[src/logic/fetch_pkg.sv]
package fetch_pkg;

	////////////////////////////////////////
	// widths
	////////////////////////////////////////

	// address and pc width
	localparam int xlen = 32;
	// one instruction
	localparam int inst_width = 32;
	// one memory word, two instructions
	localparam int mem_width = 64;
	// memory tag, zero means no tag
	localparam int tag_width = 4;
	localparam int cmd_width = 2;

	// memory bus commands
	localparam logic [cmd_width-1:0] bus_none = 2'd0;
	localparam logic [cmd_width-1:0] bus_load = 2'd1;
	localparam logic [cmd_width-1:0] bus_store = 2'd2;

	////////////////////////////////////////
	// icache geometry
	////////////////////////////////////////

	localparam int cache_lines = 32;
	// index comes from address bits 7..3
	localparam int index_width = 5;
	// byte offset inside one memory word
	localparam int offset_width = 3;
	// whatever is left above the index
	localparam int line_tag_width = xlen - index_width - offset_width;

	// icache miss fsm
	localparam int ic_state_width = 2;
	localparam logic [ic_state_width-1:0] ic_start = 2'd0;
	localparam logic [ic_state_width-1:0] ic_lookup = 2'd1;
	localparam logic [ic_state_width-1:0] ic_wait = 2'd2;

	// one memory word, seen as a doubleword on fill
	// or as an instruction pair on fetch, pc bit 2 picks the element
	typedef union packed {
		logic [mem_width-1:0] dword;
		logic [1:0][inst_width-1:0] inst;
	} mem_word_t;

endpackage

[src/logic/mem_bus_if.sv]
interface mem_bus_if;

	// request side
	logic [fetch_pkg::cmd_width-1:0] command;
	logic [fetch_pkg::xlen-1:0] addr;
	// store data, always zero from the icache
	logic [fetch_pkg::mem_width-1:0] data;

	// acceptance tag, same cycle as the command
	logic [fetch_pkg::tag_width-1:0] response;
	// reply tag pulse, only for tags the data side does not own
	logic [fetch_pkg::tag_width-1:0] tag;
	// reply line, valid while tag matches
	logic [fetch_pkg::mem_width-1:0] rdata;

	// icache side
	modport requester (
		output command, addr, data,
		input response, tag, rdata
	);

	// arbiter side
	modport server (
		input command, addr, data,
		output response, tag, rdata
	);

endinterface

[src/logic/dispatch_reg.sv]
module dispatch_reg (
	input logic clock,
	input logic reset,
	input logic squash,
	input logic rob_full,
	input logic rs_full,
	input logic [fetch_pkg::inst_width-1:0] inst,
	input logic [fetch_pkg::xlen-1:0] npc,
	input logic inst_valid,
	output logic hold,
	output logic [fetch_pkg::xlen-1:0] id_ex_npc,
	output logic [fetch_pkg::inst_width-1:0] id_ex_ir,
	output logic id_ex_valid_inst
);

	// back-pressure from the downstream structures
	assign hold = rob_full || rs_full;

	////////////////////////////////////////
	// pipeline register
	////////////////////////////////////////

	always_ff @(posedge clock) begin
		if (reset || squash) begin
			// squash overrides hold
			id_ex_npc <= '0;
			id_ex_ir <= '0;
			id_ex_valid_inst <= 1'b0;
		end else if (!hold) begin
			// bubbles load too, with valid low
			id_ex_npc <= npc;
			id_ex_ir <= inst;
			id_ex_valid_inst <= inst_valid;
		end
	end

endmodule

[src/logic/fetch_front.sv]
module fetch_front (
	input logic clock,
	input logic reset,
	input logic [fetch_pkg::tag_width-1:0] mem2proc_response,
	input logic [fetch_pkg::mem_width-1:0] mem2proc_data,
	input logic [fetch_pkg::tag_width-1:0] mem2proc_tag,
	input logic [fetch_pkg::cmd_width-1:0] dmem_command,
	input logic [fetch_pkg::xlen-1:0] dmem_addr,
	input logic [fetch_pkg::mem_width-1:0] dmem_data,
	input logic rob_full,
	input logic rs_full,
	input logic squash,
	input logic [fetch_pkg::xlen-1:0] squash_pc,
	output logic [fetch_pkg::cmd_width-1:0] proc2mem_command,
	output logic [fetch_pkg::xlen-1:0] proc2mem_addr,
	output logic [fetch_pkg::mem_width-1:0] proc2mem_data,
	output logic [fetch_pkg::tag_width-1:0] dmem_tag,
	output logic dmem_reply_valid,
	output logic [fetch_pkg::xlen-1:0] id_ex_npc,
	output logic [fetch_pkg::inst_width-1:0] id_ex_ir,
	output logic id_ex_valid_inst
);

	// fetch path wires
	logic [fetch_pkg::xlen-1:0] fetch_addr;
	fetch_pkg::mem_word_t line;
	logic line_valid;
	logic [fetch_pkg::inst_width-1:0] inst;
	logic [fetch_pkg::xlen-1:0] npc;
	logic inst_valid;
	logic hold;

	// icache to arbiter
	mem_bus_if icache_bus ();

	icache icache_0 (
		.clock(clock),
		.reset(reset),
		.squash(squash),
		.fetch_addr(fetch_addr),
		.mem(icache_bus.requester),
		.line(line),
		.line_valid(line_valid)
	);

	mem_arbiter mem_arbiter_0 (
		.clock(clock),
		.reset(reset),
		.mem(icache_bus.server),
		.dmem_command(dmem_command),
		.dmem_addr(dmem_addr),
		.dmem_data(dmem_data),
		.mem2proc_response(mem2proc_response),
		.mem2proc_data(mem2proc_data),
		.mem2proc_tag(mem2proc_tag),
		.proc2mem_command(proc2mem_command),
		.proc2mem_addr(proc2mem_addr),
		.proc2mem_data(proc2mem_data),
		.dmem_tag(dmem_tag),
		.dmem_reply_valid(dmem_reply_valid)
	);

	fetch_stage fetch_stage_0 (
		.clock(clock),
		.reset(reset),
		.squash(squash),
		.squash_pc(squash_pc),
		.hold(hold),
		.line(line),
		.line_valid(line_valid),
		.fetch_addr(fetch_addr),
		.inst(inst),
		.npc(npc),
		.inst_valid(inst_valid)
	);

	dispatch_reg dispatch_reg_0 (
		.clock(clock),
		.reset(reset),
		.squash(squash),
		.rob_full(rob_full),
		.rs_full(rs_full),
		.inst(inst),
		.npc(npc),
		.inst_valid(inst_valid),
		.hold(hold),
		.id_ex_npc(id_ex_npc),
		.id_ex_ir(id_ex_ir),
		.id_ex_valid_inst(id_ex_valid_inst)
	);

endmodule

[src/logic/fetch_stage.sv]
module fetch_stage (
	input logic clock,
	input logic reset,
	input logic squash,
	input logic [fetch_pkg::xlen-1:0] squash_pc,
	input logic hold,
	input fetch_pkg::mem_word_t line,
	input logic line_valid,
	output logic [fetch_pkg::xlen-1:0] fetch_addr,
	output logic [fetch_pkg::inst_width-1:0] inst,
	output logic [fetch_pkg::xlen-1:0] npc,
	output logic inst_valid
);

	logic [fetch_pkg::xlen-1:0] pc;
	logic advance;

	// step only when the cache has the word and dispatch takes it
	assign advance = line_valid && !hold;

	////////////////////////////////////////
	// pc register
	////////////////////////////////////////

	always_ff @(posedge clock) begin
		if (reset) begin
			pc <= '0;
		end else if (squash) begin
			// redirect beats a stall
			pc <= squash_pc;
		end else if (advance) begin
			pc <= pc + 32'd4;
		end
	end

	// the cache is looked up with the current pc
	assign fetch_addr = pc;

	// pc bit 2 picks the half of the doubleword
	assign inst = line.inst[pc[2]];

	// next pc travels with the instruction
	assign npc = pc + 32'd4;
	assign inst_valid = line_valid;

endmodule

[src/logic/icache.sv]
module icache (
	input logic clock,
	input logic reset,
	input logic squash,
	input logic [fetch_pkg::xlen-1:0] fetch_addr,
	mem_bus_if.requester mem,
	output fetch_pkg::mem_word_t line,
	output logic line_valid
);

	////////////////////////////////////////
	// storage
	////////////////////////////////////////

	fetch_pkg::mem_word_t lines [fetch_pkg::cache_lines];
	logic [fetch_pkg::line_tag_width-1:0] tags [fetch_pkg::cache_lines];
	logic [fetch_pkg::cache_lines-1:0] valid;

	// miss tracking
	logic [fetch_pkg::ic_state_width-1:0] state;
	logic [fetch_pkg::tag_width-1:0] wait_tag;
	logic [fetch_pkg::index_width-1:0] fill_index;
	logic [fetch_pkg::line_tag_width-1:0] fill_tag;

	// address split
	logic [fetch_pkg::index_width-1:0] index;
	logic [fetch_pkg::line_tag_width-1:0] addr_tag;

	logic miss_req;
	logic accepted;
	logic reply_hit;

	assign index = fetch_addr[fetch_pkg::offset_width +: fetch_pkg::index_width];
	assign addr_tag = fetch_addr[fetch_pkg::xlen-1 -: fetch_pkg::line_tag_width];

	// hit path is purely combinational
	assign line = lines[index];
	assign line_valid = valid[index] && (tags[index] == addr_tag);

	// no new request while a squash redirects the pc
	assign miss_req = (state == fetch_pkg::ic_lookup) && !line_valid && !squash;
	assign accepted = miss_req && (mem.response != '0);
	// wait_tag is never zero while waiting
	assign reply_hit = (state == fetch_pkg::ic_wait) && (mem.tag == wait_tag);

	////////////////////////////////////////
	// bus request
	////////////////////////////////////////

	assign mem.command = miss_req ? fetch_pkg::bus_load : fetch_pkg::bus_none;
	// whole doubleword, offset bits dropped
	assign mem.addr = {fetch_addr[fetch_pkg::xlen-1:fetch_pkg::offset_width],
		{fetch_pkg::offset_width{1'b0}}};
	assign mem.data = '0;

	// miss fsm
	always_ff @(posedge clock) begin
		if (reset) begin
			state <= fetch_pkg::ic_start;
			valid <= '0;
			wait_tag <= '0;
		end else begin
			case (state)
				// one quiet cycle after reset
				fetch_pkg::ic_start: begin
					state <= fetch_pkg::ic_lookup;
				end
				fetch_pkg::ic_lookup: begin
					// zero response means retry next cycle
					if (accepted) begin
						wait_tag <= mem.response;
						state <= fetch_pkg::ic_wait;
					end
				end
				fetch_pkg::ic_wait: begin
					if (squash) begin
						// abandon, the late reply is ignored
						wait_tag <= '0;
						state <= fetch_pkg::ic_lookup;
					end else if (reply_hit) begin
						valid[fill_index] <= 1'b1;
						wait_tag <= '0;
						state <= fetch_pkg::ic_lookup;
					end
				end
				default: begin
					state <= fetch_pkg::ic_start;
				end
			endcase
		end
	end

	// line data and tags
	always_ff @(posedge clock) begin
		if (accepted) begin
			fill_index <= index;
			fill_tag <= addr_tag;
		end
		if (reply_hit && !squash) begin
			lines[fill_index].dword <= mem.rdata;
			tags[fill_index] <= fill_tag;
		end
	end

endmodule

[src/logic/mem_arbiter.sv]
module mem_arbiter (
	input logic clock,
	input logic reset,
	mem_bus_if.server mem,
	input logic [fetch_pkg::cmd_width-1:0] dmem_command,
	input logic [fetch_pkg::xlen-1:0] dmem_addr,
	input logic [fetch_pkg::mem_width-1:0] dmem_data,
	input logic [fetch_pkg::tag_width-1:0] mem2proc_response,
	input logic [fetch_pkg::mem_width-1:0] mem2proc_data,
	input logic [fetch_pkg::tag_width-1:0] mem2proc_tag,
	output logic [fetch_pkg::cmd_width-1:0] proc2mem_command,
	output logic [fetch_pkg::xlen-1:0] proc2mem_addr,
	output logic [fetch_pkg::mem_width-1:0] proc2mem_data,
	output logic [fetch_pkg::tag_width-1:0] dmem_tag,
	output logic dmem_reply_valid
);

	// one bit per nonzero tag, bit n is tag n+1
	logic [(1 << fetch_pkg::tag_width)-2:0] owned;
	logic data_grant;

	// data side wins whenever it asks
	assign data_grant = (dmem_command != fetch_pkg::bus_none);

	////////////////////////////////////////
	// request mux
	////////////////////////////////////////

	assign proc2mem_command = data_grant ? dmem_command : mem.command;
	assign proc2mem_addr = data_grant ? dmem_addr : mem.addr;
	assign proc2mem_data = data_grant ? dmem_data : mem.data;

	// acceptance goes only to the granted side
	assign dmem_tag = data_grant ? mem2proc_response : '0;
	assign mem.response = data_grant ? '0 : mem2proc_response;

	// reply routing by ownership
	assign dmem_reply_valid = (mem2proc_tag != '0) && owned[mem2proc_tag - 1'b1];
	assign mem.tag = dmem_reply_valid ? '0 : mem2proc_tag;
	assign mem.rdata = mem2proc_data;

	// clear on reply first, a fresh acceptance of the same tag wins
	always_ff @(posedge clock) begin
		if (reset) begin
			owned <= '0;
		end else begin
			if (dmem_reply_valid)
				owned[mem2proc_tag - 1'b1] <= 1'b0;
			if (dmem_tag != '0)
				owned[dmem_tag - 1'b1] <= 1'b1;
		end
	end

endmodule

[config.mk]
export PLATFORM = sky130hd
export DESIGN_NAME = fetch_front
export DESIGN_NICKNAME = d
export VERILOG_FILES = /design/src/logic/fetch_pkg.sv /design/src/logic/mem_bus_if.sv /design/src/logic/dispatch_reg.sv /design/src/logic/fetch_front.sv /design/src/logic/fetch_stage.sv /design/src/logic/icache.sv /design/src/logic/mem_arbiter.sv
export SDC_FILE = /design/constraint.sdc
export NUM_CORES = 2
export LEC_CHECK = 0
export BUFFER_PORTS_ARGS = -buffer_cell sky130_fd_sc_hd__buf_2
export CAP_MARGIN = 20
export CORE_ASPECT_RATIO = 1.2
export CORE_MARGIN = 3
export CORE_UTILIZATION = 40
export CTS_BUF_LIST = sky130_fd_sc_hd__clkbuf_8 sky130_fd_sc_hd__clkbuf_16
export DETAILED_ROUTE_END_ITERATION = 16
export GPL_ROUTABILITY_DRIVEN = 1
export HOLD_SLACK_MARGIN = 0.12
export RECOVER_POWER = 50
export SLEW_MARGIN = 5
export SYNTH_ARGS = -nofsm -noshare
export SYNTH_HDL_FRONTEND = slang
export SYNTH_HIERARCHICAL = 1
export SYNTH_SLANG_ARGS = --single-unit
export TNS_END_PERCENT = 100
[constraint.sdc]
create_clock -name clock -period 9.08 [get_ports clock]
set_clock_uncertainty 0.1 [all_clocks]
set_input_delay 1.362 -clock clock [delete_from_list [all_inputs] [get_ports clock]]
set_output_delay 1.362 -clock clock [all_outputs]
set_load 0.05 [all_outputs]
==> Implementation_results.wiki <==
{| class="wikitable"
! Metric !! Value
|-
| Layout cell share with drive strength beyond 1 || 25.61%
|-
| Critical Path End Type || flop
|-
| Placed cell areas || approximately 120000 um^2
|-
| Vertical die dimension || between 600 and 700 um
|-
| Final weighted congestion in routability-driven placement || ~0.87
|-
| Number of detailed-routing iterations run before antenna repair || 5
|-
| Cell depth of the worst flop-to-flop path || 13
|-
| CP max FO || 65
|-
| Worst-path clk slew || about 0.060 ns
|-
| List of most frequent post-synthesis cells || sky130_fd_sc_hd__edfxtp_1, sky130_fd_sc_hd__mux4_2, sky130_fd_sc_hd__nand2_1
|-
| Root Buffer Master || sky130_fd_sc_hd__clkbuf_16
|-
| Die outline width || 503.0 um
|-
| Number of global-route vias before repair || approximately 60k
|-
| Source-to-sink clock delay at the later pin of the worst-skew pair || approximately 0.90 ns
|-
| Clock tree from TritonCTS || done
|-
| Portion of the post-synthesis area used by sequential elements || around three quarters
|-
| Total Nets Final || about 6.5k
|-
| Wirelength, routed || ~340000 um
|-
| Cell count after synthesis || roughly 5.8k
|-
| Wire length of the first global-routing pass || about 470000 um
|-
| Via density per instance || approximately 5.8
|-
| Global router's overall resource usage || 21.88%
|-
| Period utilization || between 80% and 90%
|-
| Inserted Clock Buffers || about 310
|-
| Max transition margin || -225.2%
|-
| Number of storage elements in the synthesis netlist || 2995
|-
| Fraction of synthesized cell area in xor and xnor cells || less than 1%
|-
| Largest net degree at the start of global routing || about 110
|-
| Number of standard-cell rows in the floorplan || 218
|-
| Area leader, netlist || sky130_fd_sc_hd__edfxtp_1
|-
| Adder-cell share of the synthesized area || less than 1%
|-
| Total power divided by cell area || between 200 and 250 nW/um^2
|-
| Count of buffers from port buffering || approximately 370
|-
| Number of placed instances, taps included || 9772
|-
| Setup fix buffers added after clock tree synthesis || 0
|-
| Peak supply drop || roughly 0.15 mV
|-
| Hold path endpoint || icache_0/valid[4]
|-
| Post-synthesis cell type count || 85
|-
| Routed via count || 59.98k
|-
| Number of ports placed on the die boundary || ~380
|-
| Number of remaining DRC errors || 0
|-
| Reg2reg end || fetch_stage_0/fetch_addr[3]
|-
| Share of the synthesized area in the top cell type || 72.04%
|-
| Starting utilization of the core area || about two fifths
|-
| Netlist area before placement || 118600 um^2
|-
| Number of stages on the worst hold path || 1
|-
| Complex-gate fraction of the synthesized area || ~2%
|-
| Number of buffers added to fix hold violations after cts || 0
|-
| Clock tree buffer depth || 4
|-
| Post-route ant nets || 0
|-
| Max-Cap Viols || 9
|-
| Total Die Area || roughly 300000 um^2
|-
| Average wire per standard cell || 32.38 um
|-
| Element type at the critical path start || input port
|-
| Fraction of the mapped netlist area in simple logic gates || under 10%
|-
| Result of the run || complete, but fails checks
|-
| Failing checks || max-capacitance violations, max-slew violations
|-
| Reg-to-reg startpoint || fetch_stage_0/fetch_addr[6]
|-
| Average instance area after synthesis || between 20 and 25 um^2
|-
| Biggest area contributors in the synthesized netlist || sky130_fd_sc_hd__edfxtp_1, sky130_fd_sc_hd__mux4_2, sky130_fd_sc_hd__dfxtp_1
|-
| Resize count post-CTS || 0
|-
| Required time at the worst-slack endpoint || roughly 9.5 ns
|-
| Number of antenna violations at the first check in global routing || 37
|-
| Syn-to-layout area delta || 13.20%
|-
| Share of synthesized area spent on multiplexers || 16.73%
|-
| Reported leakage power || 41.93 nW
|-
| Arrival time worst endpoint || between 8 and 9 ns
|-
| Layout fillers || approximately 25k
|-
| Top FF cell, synth || sky130_fd_sc_hd__edfxtp_1
|-
| Final cell count without fillers || 10.38k
|-
| Core area || between 200000 and 300000 um^2
|-
| Design Area, Final || between 100000 and 150000 um^2
|-
| Iteration-0 DRC Markers || slightly below 7k
|-
| Count of endpoints failing setup in the final report || 0
|-
| Share of synthesized registers carrying an async set or reset || 0%
|-
| Setup repair after global routing missed its margin || no
|-
| CP Class || in -> reg
|-
| Slew Limit Fails || about 340
|-
| Hold Path Class || reg -> reg
|-
| Max H-tree Level || 5
|-
| Actual transition at the worst max-transition pin || around 4.9 ns
|-
| Final count of hold timing violations || 0
|-
| Most repeated cell in the gate-level netlist after synthesis || sky130_fd_sc_hd__edfxtp_1
|-
| Overall overflow remaining after global route || 0
|-
| Dominant combinational cell family by area after synthesis || multiplexers
|-
| Synthesis Warnings || 6
|-
| Hold wc startpoint || icache_0/valid[4]
|-
| Clk sinks || approximately 3k
|-
| HPWL after DPL || a little under 200000 um
|-
| End-of-flow core utilization || ~46%
|-
| Maximum achievable frequency || approximately 130 MHz
|-
| FF-to-FF setup slack || ~2.7 ns
|-
| Min cycle time layout || 7.640 ns
|-
| EDFF count, synth || ~2.8k
|-
| Summed negative setup slack over all endpoints || 0 ns
|}
[stage by stage]
stage | hold slack, ns | setup slack, ns | total power [mW]
5_1_grt | 0.3875 | 0.9543 | 30.10
6_report | 0.3635 | 1.440 | 29.23
4_1_cts | 0.3640 | 1.517 | 29.48
3_3_place_gp | 0.3407 | 1.450 | 17.42
3_5_place_dp | 0.3491 | 1.491 | 17.44
2_1_floorplan | 0.3320 | 0.6438 | 16.76
[power breakdown]
part / leakage (nW) / total, mW / switching (mW) / internal (mW)
registers: 26.8 / 15.2 / 0.0840 / 15.1
logic: 10.2 / 1.91 / 1.22 / 0.688
clock network: 4.96 / 12.1 / 5.25 / 6.85
total: 41.9 / 29.2 / 6.56 / 22.7
[cell families (layout without fill, tap and decap cells)]
kind of cell	Yosys count	in the layout
muxes	965	965
xor gates and xnor gates	71	71
buffers and inverters	508	1098
DFF	2995	2995
AOI/OAI and AO/OA	358	358
adders and majority gates	5	5
other	1	121
and+or+nand+nor	913	913
[flip-flops by register name (all words and copies together), names as in the netlist]
signal	cells
icache_0/wait_tag	4
icache_0/fill_tag	24
dispatch_reg_0/id_ex_ir	32
fetch_stage_0/fetch_addr	32
mem_arbiter_0/owned	15
icache_0/tags	768
icache_0/valid	32
icache_0/lines	2048
icache_0/fill_index	5
dispatch_reg_0/id_ex_npc	32
icache_0/state	2
dispatch_reg_0/id_ex_valid_inst	1
[worst max-delay path, stage by stage]
cell                       delay [ns]
sky130_fd_sc_hd__clkbuf_1        0.52
sky130_fd_sc_hd__clkbuf_1        2.28
sky130_fd_sc_hd__or2_0           3.51
sky130_fd_sc_hd__a21oi_1         0.14
[metal layers]
layer | track usage (%) | wire length (um) | vias up
met1 | 29.13 | 132300 | 32300
met5 | 0 | 108 | -
met3 | 3.754 | 23810 | 490
li1 | - | - | 24540
met2 | 36.52 | 168700 | 2645
met4 | 7.369 | 11120 | 16
[layout make-up]
cell class                      instances  area, um^2  area share (%)
Antenna cell                           53       132.6         0.09880
Clock inverter                        230        1792           1.335
Timing Repair Buffer                  535        3430           2.555
Clock buffer                          312        7762           5.782
Inverter                               21       86.33         0.06431
Tap cell                             3850        4817           3.588
Sequential cell                      2995       88450           65.89
Multi-Input combinational cell       2380       27770           20.69
[worst max-delay path by stage]
stage	cells after the start	endpoint	start	slack, ns
floorplan	13	icache_0/lines[16][0]	mem2proc_tag[0]	0.64
global placement	14	icache_0/lines[19][23]	mem2proc_tag[0]	1.45
detailed placement	14	icache_0/lines[19][23]	mem2proc_tag[0]	1.49
CTS	13	proc2mem_command[0]	fetch_stage_0/fetch_addr[3]	1.52
global route	4	dispatch_reg_0/id_ex_ir[23]	reset	0.95
finish	4	dispatch_reg_0/id_ex_ir[23]	reset	1.44
[cell usage in the layout, fill, tap and decap left out, types with 10 or more instances in the layout]
cell type / n
sky130_fd_sc_hd__o21ai_0: 86
sky130_fd_sc_hd__mux4_2: 802
sky130_fd_sc_hd__diode_2: 53
sky130_fd_sc_hd__or3b_1: 65
sky130_fd_sc_hd__nand2b_1: 16
sky130_fd_sc_hd__nor2_4: 34
sky130_fd_sc_hd__buf_4: 85
sky130_fd_sc_hd__dfxtp_1: 145
sky130_fd_sc_hd__nor2b_1: 26
sky130_fd_sc_hd__a311oi_1: 10
sky130_fd_sc_hd__buf_12: 52
sky130_fd_sc_hd__o22ai_1: 15
sky130_fd_sc_hd__xnor2_1: 33
sky130_fd_sc_hd__bufinv_16: 22
sky130_fd_sc_hd__o21a_1: 23
sky130_fd_sc_hd__clkbuf_1: 211
sky130_fd_sc_hd__buf_2: 186
sky130_fd_sc_hd__a221oi_1: 13
sky130_fd_sc_hd__inv_1: 96
sky130_fd_sc_hd__and2_1: 17
sky130_fd_sc_hd__nand2_1: 496
sky130_fd_sc_hd__mux2i_1: 97
sky130_fd_sc_hd__a211oi_1: 14
sky130_fd_sc_hd__nor4_1: 18
sky130_fd_sc_hd__nand3_1: 40
sky130_fd_sc_hd__clkinv_1: 60
sky130_fd_sc_hd__nor3_1: 20
sky130_fd_sc_hd__mux2_2: 62
sky130_fd_sc_hd__or3_1: 11
sky130_fd_sc_hd__a22oi_1: 42
sky130_fd_sc_hd__a21oi_1: 85
sky130_fd_sc_hd__edfxtp_1: 2845
sky130_fd_sc_hd__clkbuf_16: 308
sky130_fd_sc_hd__xor2_1: 38
sky130_fd_sc_hd__nor2_1: 88
sky130_fd_sc_hd__clkinv_2: 39
sky130_fd_sc_hd__conb_1: 68
sky130_fd_sc_hd__nand4_1: 21
Note: power is estimated with default switching activity, not from simulation.
